==> src/logic/spi_flash_pkg.sv <==
`default_nettype none

package spi_flash_pkg;

    localparam int CLKS_PER_HALF_SCLK = 2;
    localparam int NUM_LANES          = 4;
    localparam int APB_ADDR_W         = 8;
    localparam int DATA_W             = 32;
    localparam int FL_ADDR_W          = 24;

    // One extra bit above the data for the capture marker
    localparam int CAP_W = DATA_W + 1;

    localparam logic [APB_ADDR_W-1:0] REG_CMD    = 8'h00;
    localparam logic [APB_ADDR_W-1:0] REG_ADDR   = 8'h04;
    localparam logic [APB_ADDR_W-1:0] REG_WDATA  = 8'h08;
    localparam logic [APB_ADDR_W-1:0] REG_CTRL   = 8'h0C;
    localparam logic [APB_ADDR_W-1:0] REG_STATUS = 8'h10;
    localparam logic [APB_ADDR_W-1:0] REG_RDATA  = 8'h14;

    typedef enum logic [1:0] {
        FRAME_CMD,
        FRAME_READ,
        FRAME_WRITE
    } frame_type_e;

    typedef enum logic {
        LANE_SINGLE,
        LANE_QUAD
    } lane_mode_e;

    typedef enum logic [2:0] {
        IDLE,
        CMD,
        ADDR,
        DUMMY,
        DATA,
        DONE
    } seq_phase_e;

    // REG_CMD holds opcode [7:0], type [9:8], mode [10], dummy [14:11] and count-1 [16:15]
    typedef struct packed {
        logic [1:0]  nbytes_m1;
        logic [3:0]  dummy;
        lane_mode_e  mode;
        frame_type_e ftype;
        logic [7:0]  opcode;
    } flash_cmd_t;

    typedef struct packed {
        logic              load;
        logic [DATA_W-1:0] word;
        logic              shift;
        logic              sample;
        logic              oe_req;
    } lane_ctrl_t;

    typedef struct packed {
        logic                  psel;
        logic                  penable;
        logic                  pwrite;
        logic [APB_ADDR_W-1:0] paddr;
        logic [DATA_W-1:0]     pwdata;
    } apb_req_t;

endpackage

`default_nettype wire

==> src/logic/spi_flash_regs.sv <==
`timescale 1ns/1ns
`default_nettype none

module spi_flash_regs
    import spi_flash_pkg::*;
(
    input  logic                 clk,
    input  logic                 rst,
    input  apb_req_t             apb,
    input  logic                 busy,
    input  logic                 done,
    input  logic [DATA_W-1:0]    rdata_word,
    output logic [DATA_W-1:0]    prdata,
    output logic                 pready,
    output logic                 pslverr,
    output flash_cmd_t           cmd,
    output logic [FL_ADDR_W-1:0] flash_addr,
    output logic [DATA_W-1:0]    wdata_word,
    output logic                 start
);

    logic              access;
    logic              wr;
    logic              mapped;
    logic              ctrl_go;
    logic              done_q;
    logic [DATA_W-1:0] rdata_q;

    assign access  = apb.psel && apb.penable;
    assign wr      = access && apb.pwrite;
    assign ctrl_go = wr && apb.paddr == REG_CTRL && apb.pwdata[0];
    assign pready  = 1'b1;

    // Start request during a frame is refused
    assign pslverr = access && (!mapped || (ctrl_go && (busy || start)));

    always_comb begin
        mapped = 1'b1;
        prdata = '0;
        case (apb.paddr)
            REG_CMD:    prdata = DATA_W'(cmd);
            REG_ADDR:   prdata = DATA_W'(flash_addr);
            REG_WDATA:  prdata = wdata_word;
            REG_CTRL:   prdata = '0;
            REG_STATUS: prdata = DATA_W'({done_q, busy});
            REG_RDATA:  prdata = rdata_q;
            default:    mapped = 1'b0;
        endcase
    end

    always_ff @(posedge clk or posedge rst) begin
        if (rst) begin
            cmd        <= '0;
            flash_addr <= '0;
            wdata_word <= '0;
            rdata_q    <= '0;
            done_q     <= 1'b0;
            start      <= 1'b0;
        end else begin
            start <= ctrl_go && !busy && !start;
            if (done)
                rdata_q <= rdata_word;
            // Sticky done cleared by any CTRL write
            if (done)
                done_q <= 1'b1;
            else if (wr && apb.paddr == REG_CTRL)
                done_q <= 1'b0;
            // Frame setup held stable while a frame runs
            if (wr && !busy) begin
                case (apb.paddr)
                    REG_CMD:   cmd <= flash_cmd_t'(apb.pwdata[$bits(flash_cmd_t)-1:0]);
                    REG_ADDR:  flash_addr <= apb.pwdata[FL_ADDR_W-1:0];
                    REG_WDATA: wdata_word <= apb.pwdata;
                    default:   ;
                endcase
            end
        end
    end

    a_start_idle: assert property (@(posedge clk) disable iff (rst) start |-> !busy);

endmodule

`default_nettype wire

==> src/logic/spi_frame_seq.sv <==
`timescale 1ns/1ns
`default_nettype none

module spi_frame_seq
    import spi_flash_pkg::*;
(
    input  logic                 clk,
    input  logic                 rst,
    input  logic                 start,
    input  flash_cmd_t           cmd,
    input  logic [FL_ADDR_W-1:0] flash_addr,
    input  logic [DATA_W-1:0]    wdata_word,
    output logic                 busy,
    output logic                 done,
    output logic                 sclk,
    output logic                 ss_n,
    output lane_ctrl_t           lane_ctrl [NUM_LANES],
    output lane_mode_e           lane_mode,
    output logic                 capture_done
);

    seq_phase_e phase;
    seq_phase_e nxt_phase;
    seq_phase_e load_phase;
    logic [3:0] div_cnt;
    logic [5:0] bits_left;
    logic       tick;
    logic       rise;
    logic       fall;
    logic       phase_end;
    logic       load;
    logic       quad;
    logic       wr_frame;

    assign quad     = cmd.mode == LANE_QUAD;
    assign wr_frame = cmd.ftype == FRAME_WRITE;

    // SCLK count of a phase
    function automatic logic [5:0] phase_len(input seq_phase_e ph);
        logic [5:0] nbytes;
        nbytes = 6'(cmd.nbytes_m1) + 6'd1;
        case (ph)
            CMD:     return 6'd8;
            ADDR:    return quad ? 6'd6 : 6'd24;
            DUMMY:   return 6'(cmd.dummy);
            DATA:    return quad ? nbytes << 1 : nbytes << 3;
            default: return 6'd0;
        endcase
    endfunction

    function automatic seq_phase_e next_of(input seq_phase_e ph);
        case (ph)
            CMD:     return (cmd.ftype == FRAME_READ || wr_frame) ? ADDR : DONE;
            ADDR:    return (!wr_frame && cmd.dummy != 4'd0) ? DUMMY : DATA;
            DUMMY:   return DATA;
            default: return DONE;
        endcase
    endfunction

    // Lane k carries bit k of every nibble with DQ3 highest
    function automatic logic [DATA_W-1:0] spread(input logic [DATA_W-1:0] bits, input int lane);
        logic [DATA_W-1:0] w;
        w = '0;
        for (int i = 0; i < DATA_W / 4; i++)
            w[DATA_W-1-i] = bits[DATA_W-4-4*i+lane];
        return w;
    endfunction

    function automatic logic [DATA_W-1:0] lane_word(input seq_phase_e ph, input int lane);
        logic [DATA_W-1:0] bits;
        case (ph)
            CMD:     bits = {cmd.opcode, {(DATA_W-8){1'b0}}};
            ADDR:    bits = {flash_addr, {(DATA_W-FL_ADDR_W){1'b0}}};
            // Low byte goes out first
            DATA:    bits = wr_frame ? {wdata_word[7:0], wdata_word[15:8],
                                        wdata_word[23:16], wdata_word[31:24]} : '0;
            default: bits = '0;
        endcase
        if (quad && ph != CMD)
            return spread(bits, lane);
        return (lane == 0) ? bits : '0;
    endfunction

    function automatic logic lane_oe(input seq_phase_e ph, input int lane);
        if (ph == CMD)
            return lane == 0;
        if (ph == ADDR || (ph == DATA && wr_frame))
            return quad || lane == 0;
        return 1'b0;
    endfunction

    assign tick         = busy && div_cnt == 4'(CLKS_PER_HALF_SCLK - 1);
    assign rise         = tick && !sclk && phase != DONE;
    assign fall         = tick && sclk;
    assign phase_end    = fall && bits_left == 6'd1;
    assign nxt_phase    = next_of(phase);
    assign load         = start || phase_end;
    assign load_phase   = start ? CMD : nxt_phase;
    assign capture_done = phase_end && phase == DATA && cmd.ftype == FRAME_READ;
    assign lane_mode    = cmd.mode;

    always_comb begin
        for (int k = 0; k < NUM_LANES; k++) begin
            lane_ctrl[k].load   = load;
            lane_ctrl[k].word   = lane_word(load_phase, k);
            lane_ctrl[k].shift  = fall;
            lane_ctrl[k].sample = rise;
            lane_ctrl[k].oe_req = lane_oe(load ? load_phase : phase, k);
        end
    end

    always_ff @(posedge clk or posedge rst) begin
        if (rst) begin
            phase     <= IDLE;
            busy      <= 1'b0;
            done      <= 1'b0;
            sclk      <= 1'b0;
            ss_n      <= 1'b1;
            div_cnt   <= '0;
            bits_left <= '0;
        end else begin
            done    <= 1'b0;
            div_cnt <= (tick || !busy) ? 4'd0 : div_cnt + 4'd1;
            if (rise)
                sclk <= 1'b1;
            if (fall) begin
                sclk      <= 1'b0;
                bits_left <= phase_end ? phase_len(nxt_phase) : bits_left - 6'd1;
                if (phase_end)
                    phase <= nxt_phase;
            end
            // First half period doubles as chip select setup
            if (phase == IDLE && start) begin
                phase     <= CMD;
                busy      <= 1'b1;
                ss_n      <= 1'b0;
                bits_left <= phase_len(CMD);
            end
            // Hold of one half period after the last falling edge
            if (phase == DONE && tick) begin
                phase <= IDLE;
                busy  <= 1'b0;
                ss_n  <= 1'b1;
                done  <= 1'b1;
            end
        end
    end

    // SCLK rests low whenever the chip is deselected
    a_sclk_idle: assert property (@(posedge clk) disable iff (rst) ss_n |-> !sclk);

    a_idle_hold: assert property (@(posedge clk) disable iff (rst)
        (phase == IDLE && !start) |=> phase == IDLE);

endmodule

`default_nettype wire

==> src/logic/spi_lane_shifter.sv <==
`timescale 1ns/1ns
`default_nettype none

module spi_lane_shifter
    import spi_flash_pkg::*;
(
    input  logic             clk,
    input  logic             rst,
    input  lane_ctrl_t       ctrl,
    input  logic             dq_in,
    output logic             dq_out,
    output logic             dq_oe,
    output logic [CAP_W-1:0] captured
);

    logic [DATA_W-1:0] out_q;

    assign dq_out = out_q[DATA_W-1];

    always_ff @(posedge clk or posedge rst) begin
        if (rst)
            dq_oe <= 1'b0;
        else if (ctrl.load || ctrl.shift)
            dq_oe <= ctrl.oe_req;
    end

    // Capture restarts from a single marker bit on every load
    always_ff @(posedge clk) begin
        if (ctrl.load) begin
            out_q    <= ctrl.word;
            captured <= CAP_W'(1);
        end else begin
            if (ctrl.shift)
                out_q <= {out_q[DATA_W-2:0], 1'b0};
            if (ctrl.sample)
                captured <= {captured[CAP_W-2:0], dq_in};
        end
    end

endmodule

`default_nettype wire

==> src/logic/spi_lane_merge.sv <==
`timescale 1ns/1ns
`default_nettype none

module spi_lane_merge
    import spi_flash_pkg::*;
(
    input  logic              clk,
    input  logic              rst,
    input  logic [CAP_W-1:0]  lane_bits [NUM_LANES],
    input  lane_mode_e        lane_mode,
    input  logic              capture_done,
    output logic [DATA_W-1:0] rdata_word
);

    logic [2:0]        nbytes;
    logic [DATA_W-1:0] stream;
    logic [DATA_W-1:0] word;

    // Marker position gives the number of bytes received
    always_comb begin
        if (lane_mode == LANE_QUAD) begin
            for (int i = 0; i < DATA_W / NUM_LANES; i++)
                for (int k = 0; k < NUM_LANES; k++)
                    stream[NUM_LANES*i+k] = lane_bits[k][i];
            if (lane_bits[0][8])
                nbytes = 3'd4;
            else if (lane_bits[0][6])
                nbytes = 3'd3;
            else if (lane_bits[0][4])
                nbytes = 3'd2;
            else
                nbytes = 3'd1;
        end else begin
            // MISO sits on DQ1
            stream = lane_bits[1][DATA_W-1:0];
            if (lane_bits[1][32])
                nbytes = 3'd4;
            else if (lane_bits[1][24])
                nbytes = 3'd3;
            else if (lane_bits[1][16])
                nbytes = 3'd2;
            else
                nbytes = 3'd1;
        end
    end

    // First byte received lands in the low byte
    always_comb begin
        word = '0;
        for (int j = 0; j < DATA_W / 8; j++)
            if (j < nbytes)
                word[8*j +: 8] = stream[8*(int'(nbytes)-1-j) +: 8];
    end

    always_ff @(posedge clk or posedge rst) begin
        if (rst)
            rdata_word <= '0;
        else if (capture_done)
            rdata_word <= word;
    end

endmodule

`default_nettype wire

==> src/logic/spi_flash_master.sv <==
`timescale 1ns/1ns
`default_nettype none

module spi_flash_master
    import spi_flash_pkg::*;
(
    input  logic                  clk,
    input  logic                  rst,
    input  logic                  psel,
    input  logic                  penable,
    input  logic                  pwrite,
    input  logic [APB_ADDR_W-1:0] paddr,
    input  logic [DATA_W-1:0]     pwdata,
    input  logic [NUM_LANES-1:0]  dq_in,
    output logic [DATA_W-1:0]     prdata,
    output logic                  pready,
    output logic                  pslverr,
    output logic                  sclk,
    output logic                  ss_n,
    output logic [NUM_LANES-1:0]  dq_out,
    output logic [NUM_LANES-1:0]  dq_oe
);

    apb_req_t             apb;
    flash_cmd_t           cmd;
    logic [FL_ADDR_W-1:0] flash_addr;
    logic [DATA_W-1:0]    wdata_word;
    logic [DATA_W-1:0]    rdata_word;
    logic                 start;
    logic                 busy;
    logic                 done;
    lane_ctrl_t           lane_ctrl [NUM_LANES];
    lane_mode_e           lane_mode;
    logic                 capture_done;
    logic [CAP_W-1:0]     lane_bits [NUM_LANES];

    assign apb = '{psel: psel, penable: penable, pwrite: pwrite, paddr: paddr, pwdata: pwdata};

    spi_flash_regs u_regs (
        .clk        (clk),
        .rst        (rst),
        .apb        (apb),
        .busy       (busy),
        .done       (done),
        .rdata_word (rdata_word),
        .prdata     (prdata),
        .pready     (pready),
        .pslverr    (pslverr),
        .cmd        (cmd),
        .flash_addr (flash_addr),
        .wdata_word (wdata_word),
        .start      (start)
    );

    spi_frame_seq u_seq (
        .clk          (clk),
        .rst          (rst),
        .start        (start),
        .cmd          (cmd),
        .flash_addr   (flash_addr),
        .wdata_word   (wdata_word),
        .busy         (busy),
        .done         (done),
        .sclk         (sclk),
        .ss_n         (ss_n),
        .lane_ctrl    (lane_ctrl),
        .lane_mode    (lane_mode),
        .capture_done (capture_done)
    );

    for (genvar k = 0; k < NUM_LANES; k++) begin : g_lane
        spi_lane_shifter u_lane (
            .clk      (clk),
            .rst      (rst),
            .ctrl     (lane_ctrl[k]),
            .dq_in    (dq_in[k]),
            .dq_out   (dq_out[k]),
            .dq_oe    (dq_oe[k]),
            .captured (lane_bits[k])
        );
    end

    spi_lane_merge u_merge (
        .clk          (clk),
        .rst          (rst),
        .lane_bits    (lane_bits),
        .lane_mode    (lane_mode),
        .capture_done (capture_done),
        .rdata_word   (rdata_word)
    );

endmodule

`default_nettype wire

==> config.mk <==
export PLATFORM = sky130hd
export DESIGN_NAME = spi_flash_master
export DESIGN_NICKNAME = d
export VERILOG_FILES = /design/src/logic/spi_flash_pkg.sv /design/src/logic/spi_flash_regs.sv /design/src/logic/spi_frame_seq.sv /design/src/logic/spi_lane_shifter.sv /design/src/logic/spi_lane_merge.sv /design/src/logic/spi_flash_master.sv
export SDC_FILE = /design/constraint.sdc
export NUM_CORES = 1
export LEC_CHECK = 0
export BUFFER_PORTS_ARGS = -buffer_cell sky130_fd_sc_hd__buf_2
export CAP_MARGIN = 20
export CORE_ASPECT_RATIO = 0.9
export CORE_MARGIN = 10
export CORE_UTILIZATION = 49
export CTS_CLUSTER_DIAMETER = 80
export DETAILED_ROUTE_END_ITERATION = 8
export HOLD_SLACK_MARGIN = 0.06
export PLACE_DENSITY = 0.67
export RECOVER_POWER = 100
export SLEW_MARGIN = 20
export SYNTH_ARGS = -nofsm -noshare
export SYNTH_HDL_FRONTEND = slang
export SYNTH_SLANG_ARGS = --single-unit
==> constraint.sdc <==
create_clock -name clk -period 7.1 [get_ports clk]
set_input_delay 1.065 -clock clk [delete_from_list [all_inputs] [get_ports clk]]
set_output_delay 1.065 -clock clk [all_outputs]
set_load 0.01 [all_outputs]
==> results.sh <==
export IMPL_portBuffers=91
export IMPL_min_to="g_lane[3].u_lane.captured[7]$_SDFFE_PN0P_"
export IMPL_fin_area_um2=14400
export IMPL_ys_flop_type="dfrtp_1"
export IMPL_hpwl_mm=25.1
export IMPL_cts_buffer_depth=3
export IMPL_synth_nets=1272
export IMPL_routabilityCongestion=0.894
export IMPL_cts_tree="done"
export IMPL_cap_violations=12
export IMPL_relSlewSlack_pct=-106
export IMPL_leakagePower_uw=0.00609
export IMPL_period_needed_ps=5040
export IMPL_clkTransAtPathRegs_ps=60
export IMPL_setup_tns_ps=0
export IMPL_holdWs_ps=474
export IMPL_layout_common_cells="nand2_1, dfrtp_1, mux2_2"
export IMPL_avgSynthCellArea_um2=10.7
export IMPL_die_w_um=191
export IMPL_nFillCells=2364
export IMPL_clkPwrFrac_pct=48.6
export IMPL_seq_power_share_pct=49.5
export IMPL_path_class="in2out"
export IMPL_syn_area_um2=12900
export IMPL_postPlaceCellArea_um2=13700
export IMPL_worstSetupEndpointType="output port"
export IMPL_p_total_uw=3230
export IMPL_synth_edf_count=56
export IMPL_drive_gt1_share_pct=17.6
export IMPL_dieHeight_um=174
export IMPL_syn2layout_area_growth_pct=11.6
export IMPL_ys_types=67
export IMPL_period_share_pct=71.0
export IMPL_viasPerCell=6.15
export IMPL_final_util_pct=55.4
export IMPL_drv_slew=507
export IMPL_cts_hold_buf=0
export IMPL_switchingPower_uw=700
export IMPL_violations="max-capacitance violations, max-slew violations"
export IMPL_multiInputGateArea_um2=5630
export IMPL_layout_commonest_cell="nand2_1"
export IMPL_worstPathArrival_ps=3980
export IMPL_cts_buffers=29
export IMPL_r2r_slack_ps=2420
export IMPL_power_density_nw_per_um2=224
export IMPL_rsz0062_at_grt="false"
export IMPL_track_usage_pct=21.5
export IMPL_io_pins=93
export IMPL_route_antenna_remaining_nets=0
export IMPL_initial_core_util_pct=49.6
export IMPL_synthCells=1210
export IMPL_p_sw_share_pct=21.7
export IMPL_seqCellArea_um2=6800
export IMPL_wl_mm=36.4
export IMPL_worst_r2r_path_depth=6
export IMPL_ys_warn_count=0
export IMPL_worst_path_max_fanout=33
export IMPL_max_freq_mhz=198
export IMPL_core_um2=26100
export IMPL_cp_required_ps=6030
export IMPL_status="complete, but fails checks"
export IMPL_hp_class="reg2reg"
export IMPL_irDropWorstVdd_v=0.000188
export IMPL_antenna_found_initial=1
export IMPL_die_area_um2=33300
export IMPL_grt_max_degree=68
export IMPL_skew_ps=12.5
export IMPL_yosysSeqAreaShare_pct=52.5
export IMPL_cts_root_buf="clkbuf_16"
export IMPL_cts_htree_levels=1
export IMPL_grt_overflow_total=0
export IMPL_wire_per_inst_um=22.3
export IMPL_cts_setup_buffers=0
export IMPL_drt_iter0_markers=971
export IMPL_min_from="g_lane[3].u_lane.captured[7]$_SDFFE_PN0P_"
export IMPL_finalSetupViolCount=0
export IMPL_vias=10042
export IMPL_drc=0
export IMPL_reg2reg_to="u_merge.rdata_word[25]$_DFFE_PP0P_"
export IMPL_rr_startpoint="u_regs.cmd[10]$_DFFE_PP0P_"
export IMPL_async_reset_ff_share_pct=58.1
export IMPL_hold_violations=0
export IMPL_combPwrFrac_pct=1.9
export IMPL_row_count=56
export IMPL_fin_nets=1323
export IMPL_holdPathStages=2
export IMPL_grt_pass1_wl_mm=56.9
export IMPL_ctsResizeCount=0
export IMPL_first_pass_iters=5
export IMPL_worst_pin_slew_ps=3100
export IMPL_grt_pass1_vias=9633
export IMPL_cp_start_kind="input port"
export IMPL_clock_latency_ps=560
export IMPL_internal_power_uw=2530
export IMPL_ys_ff_latch=272
export IMPL_cts_sinks=272
## worst max-delay path by stage
stage                     startpoint                                  to  slack [ps]  cells past startpoint
after floorplan                  rst  g_lane[0].u_lane.dq_oe$_DFFE_PP0P_        1770                      1
after global placement      paddr[1]                          prdata[11]        2730                      6
after detailed placement    paddr[1]                           prdata[0]        2690                      7
after CTS                   paddr[1]                           prdata[0]        2680                      7
after global routing             rst           u_regs.cmd[8]$_DFFE_PP0P_        1580                      3
final                       paddr[1]                          prdata[11]        2060                      8
## registers in the layout, summed over array words and instances (netlist names), 2 cells and up
name	flops
g_lane.u_lane.captured	58
g_lane.u_lane.out_q	56
u_merge.rdata_word	32
u_regs.rdata_q	32
u_regs.wdata_word	32
u_regs.flash_addr	24
u_regs.cmd	17
u_seq.bits_left	6
u_seq.div_cnt	4
u_seq.phase	3
g_lane.u_lane.dq_oe	2
## layer usage
metal | wire, µm | track usage, % | up-vias
met3 | 3370 | 6.42 | 60
li1 | - | - | 4576
met2 | 15800 | 31.4 | 378
met5 | 0 | 0 | -
met4 | 932 | 6.28 | 0
met1 | 16300 | 30.1 | 5028
## worst max-delay path, cell delays in order
cell and delay (ps):
buf_2 90, or4_1 550, nor2_1 150, nand2_1 120, nor3_4 110, clkbuf_1 1280, a221o_1 400, clkbuf_1 190
## stage by stage
step,std cells,worst slack [ps]
floorplan,1210,1770
CTS,1632,2680
global placement,1578,2730
global route,1632,1580
finish,1633,2060
detailed placement,1578,2690
## power by group through the flow
stage               combinational, µW  clock, µW  sequential [µW]
finish                           60.7       1570             1600
global route                     69.3       1660             1600
CTS                              64.8       1590             1600
detailed placement               64.5          0             1630
global placement                 63.2          0             1630
floorplan                        35.7          0             1630
## Yosys cell counts, types with 4 or more instances
master / instances / area [µm²]
buf_1: 6 / 22.5
clkbuf_1: 65 / 244
nand3b_1: 4 / 30.0
and3_1: 9 / 56.3
dfxtp_1: 58 / 1160
dfrtp_1: 157 / 3930
buf_2: 11 / 55.1
nand2_1: 220 / 826
nand3_1: 13 / 65.1
a22oi_1: 32 / 240
a21o_1: 5 / 37.5
mux2_2: 105 / 1180
nor2_1: 41 / 154
a221oi_1: 25 / 219
o31ai_1: 4 / 30.0
a32o_1: 4 / 40.0
mux2_4: 10 / 150
and2_1: 5 / 31.3
o21ai_0: 63 / 315
nor3_1: 13 / 65.1
ha_1: 13 / 163
a22o_1: 69 / 604
a21oi_1: 76 / 380
o211ai_1: 8 / 60.1
mux2i_1: 17 / 170
a221o_1: 31 / 310
nand2b_1: 7 / 43.8
buf_4: 10 / 75.1
nor2b_1: 5 / 31.3
a31oi_1: 4 / 25.0
inv_1: 13 / 48.8
edfxtp_1: 56 / 1680
## cells by family (layout without fill, tap and decap cells)
| logic type | Yosys count | count (layout) | share of synthesized area [%] |
|---|---|---|---|
| adder cells (fa/ha/maj) | 13 | 13 | 1.26 |
| other | 1 | 2 | 0.0290 |
| XOR/XNOR | 3 | 3 | 0.203 |
| AND/OR/NAND/NOR | 342 | 342 | 11.9 |
| multiplexers | 133 | 133 | 11.8 |
| flip-flops | 272 | 272 | 52.5 |
| AO/OA/AOI/OAI | 338 | 338 | 18.7 |
| buffers and inverters | 108 | 182 | 3.60 |
## cell type report
class                           instances  share of cell area, %
Antenna cell                            1                 0.0173
Clock buffer                           35                   5.53
Clock inverter                         19                   1.37
Inverter                               14                  0.372
Multi-Input combinational cell        830                   39.0
Sequential cell                       272                   47.1
Tap cell                              348                   3.01
Timing Repair Buffer                  114                   3.65
(Power assumes the default switching activity.)
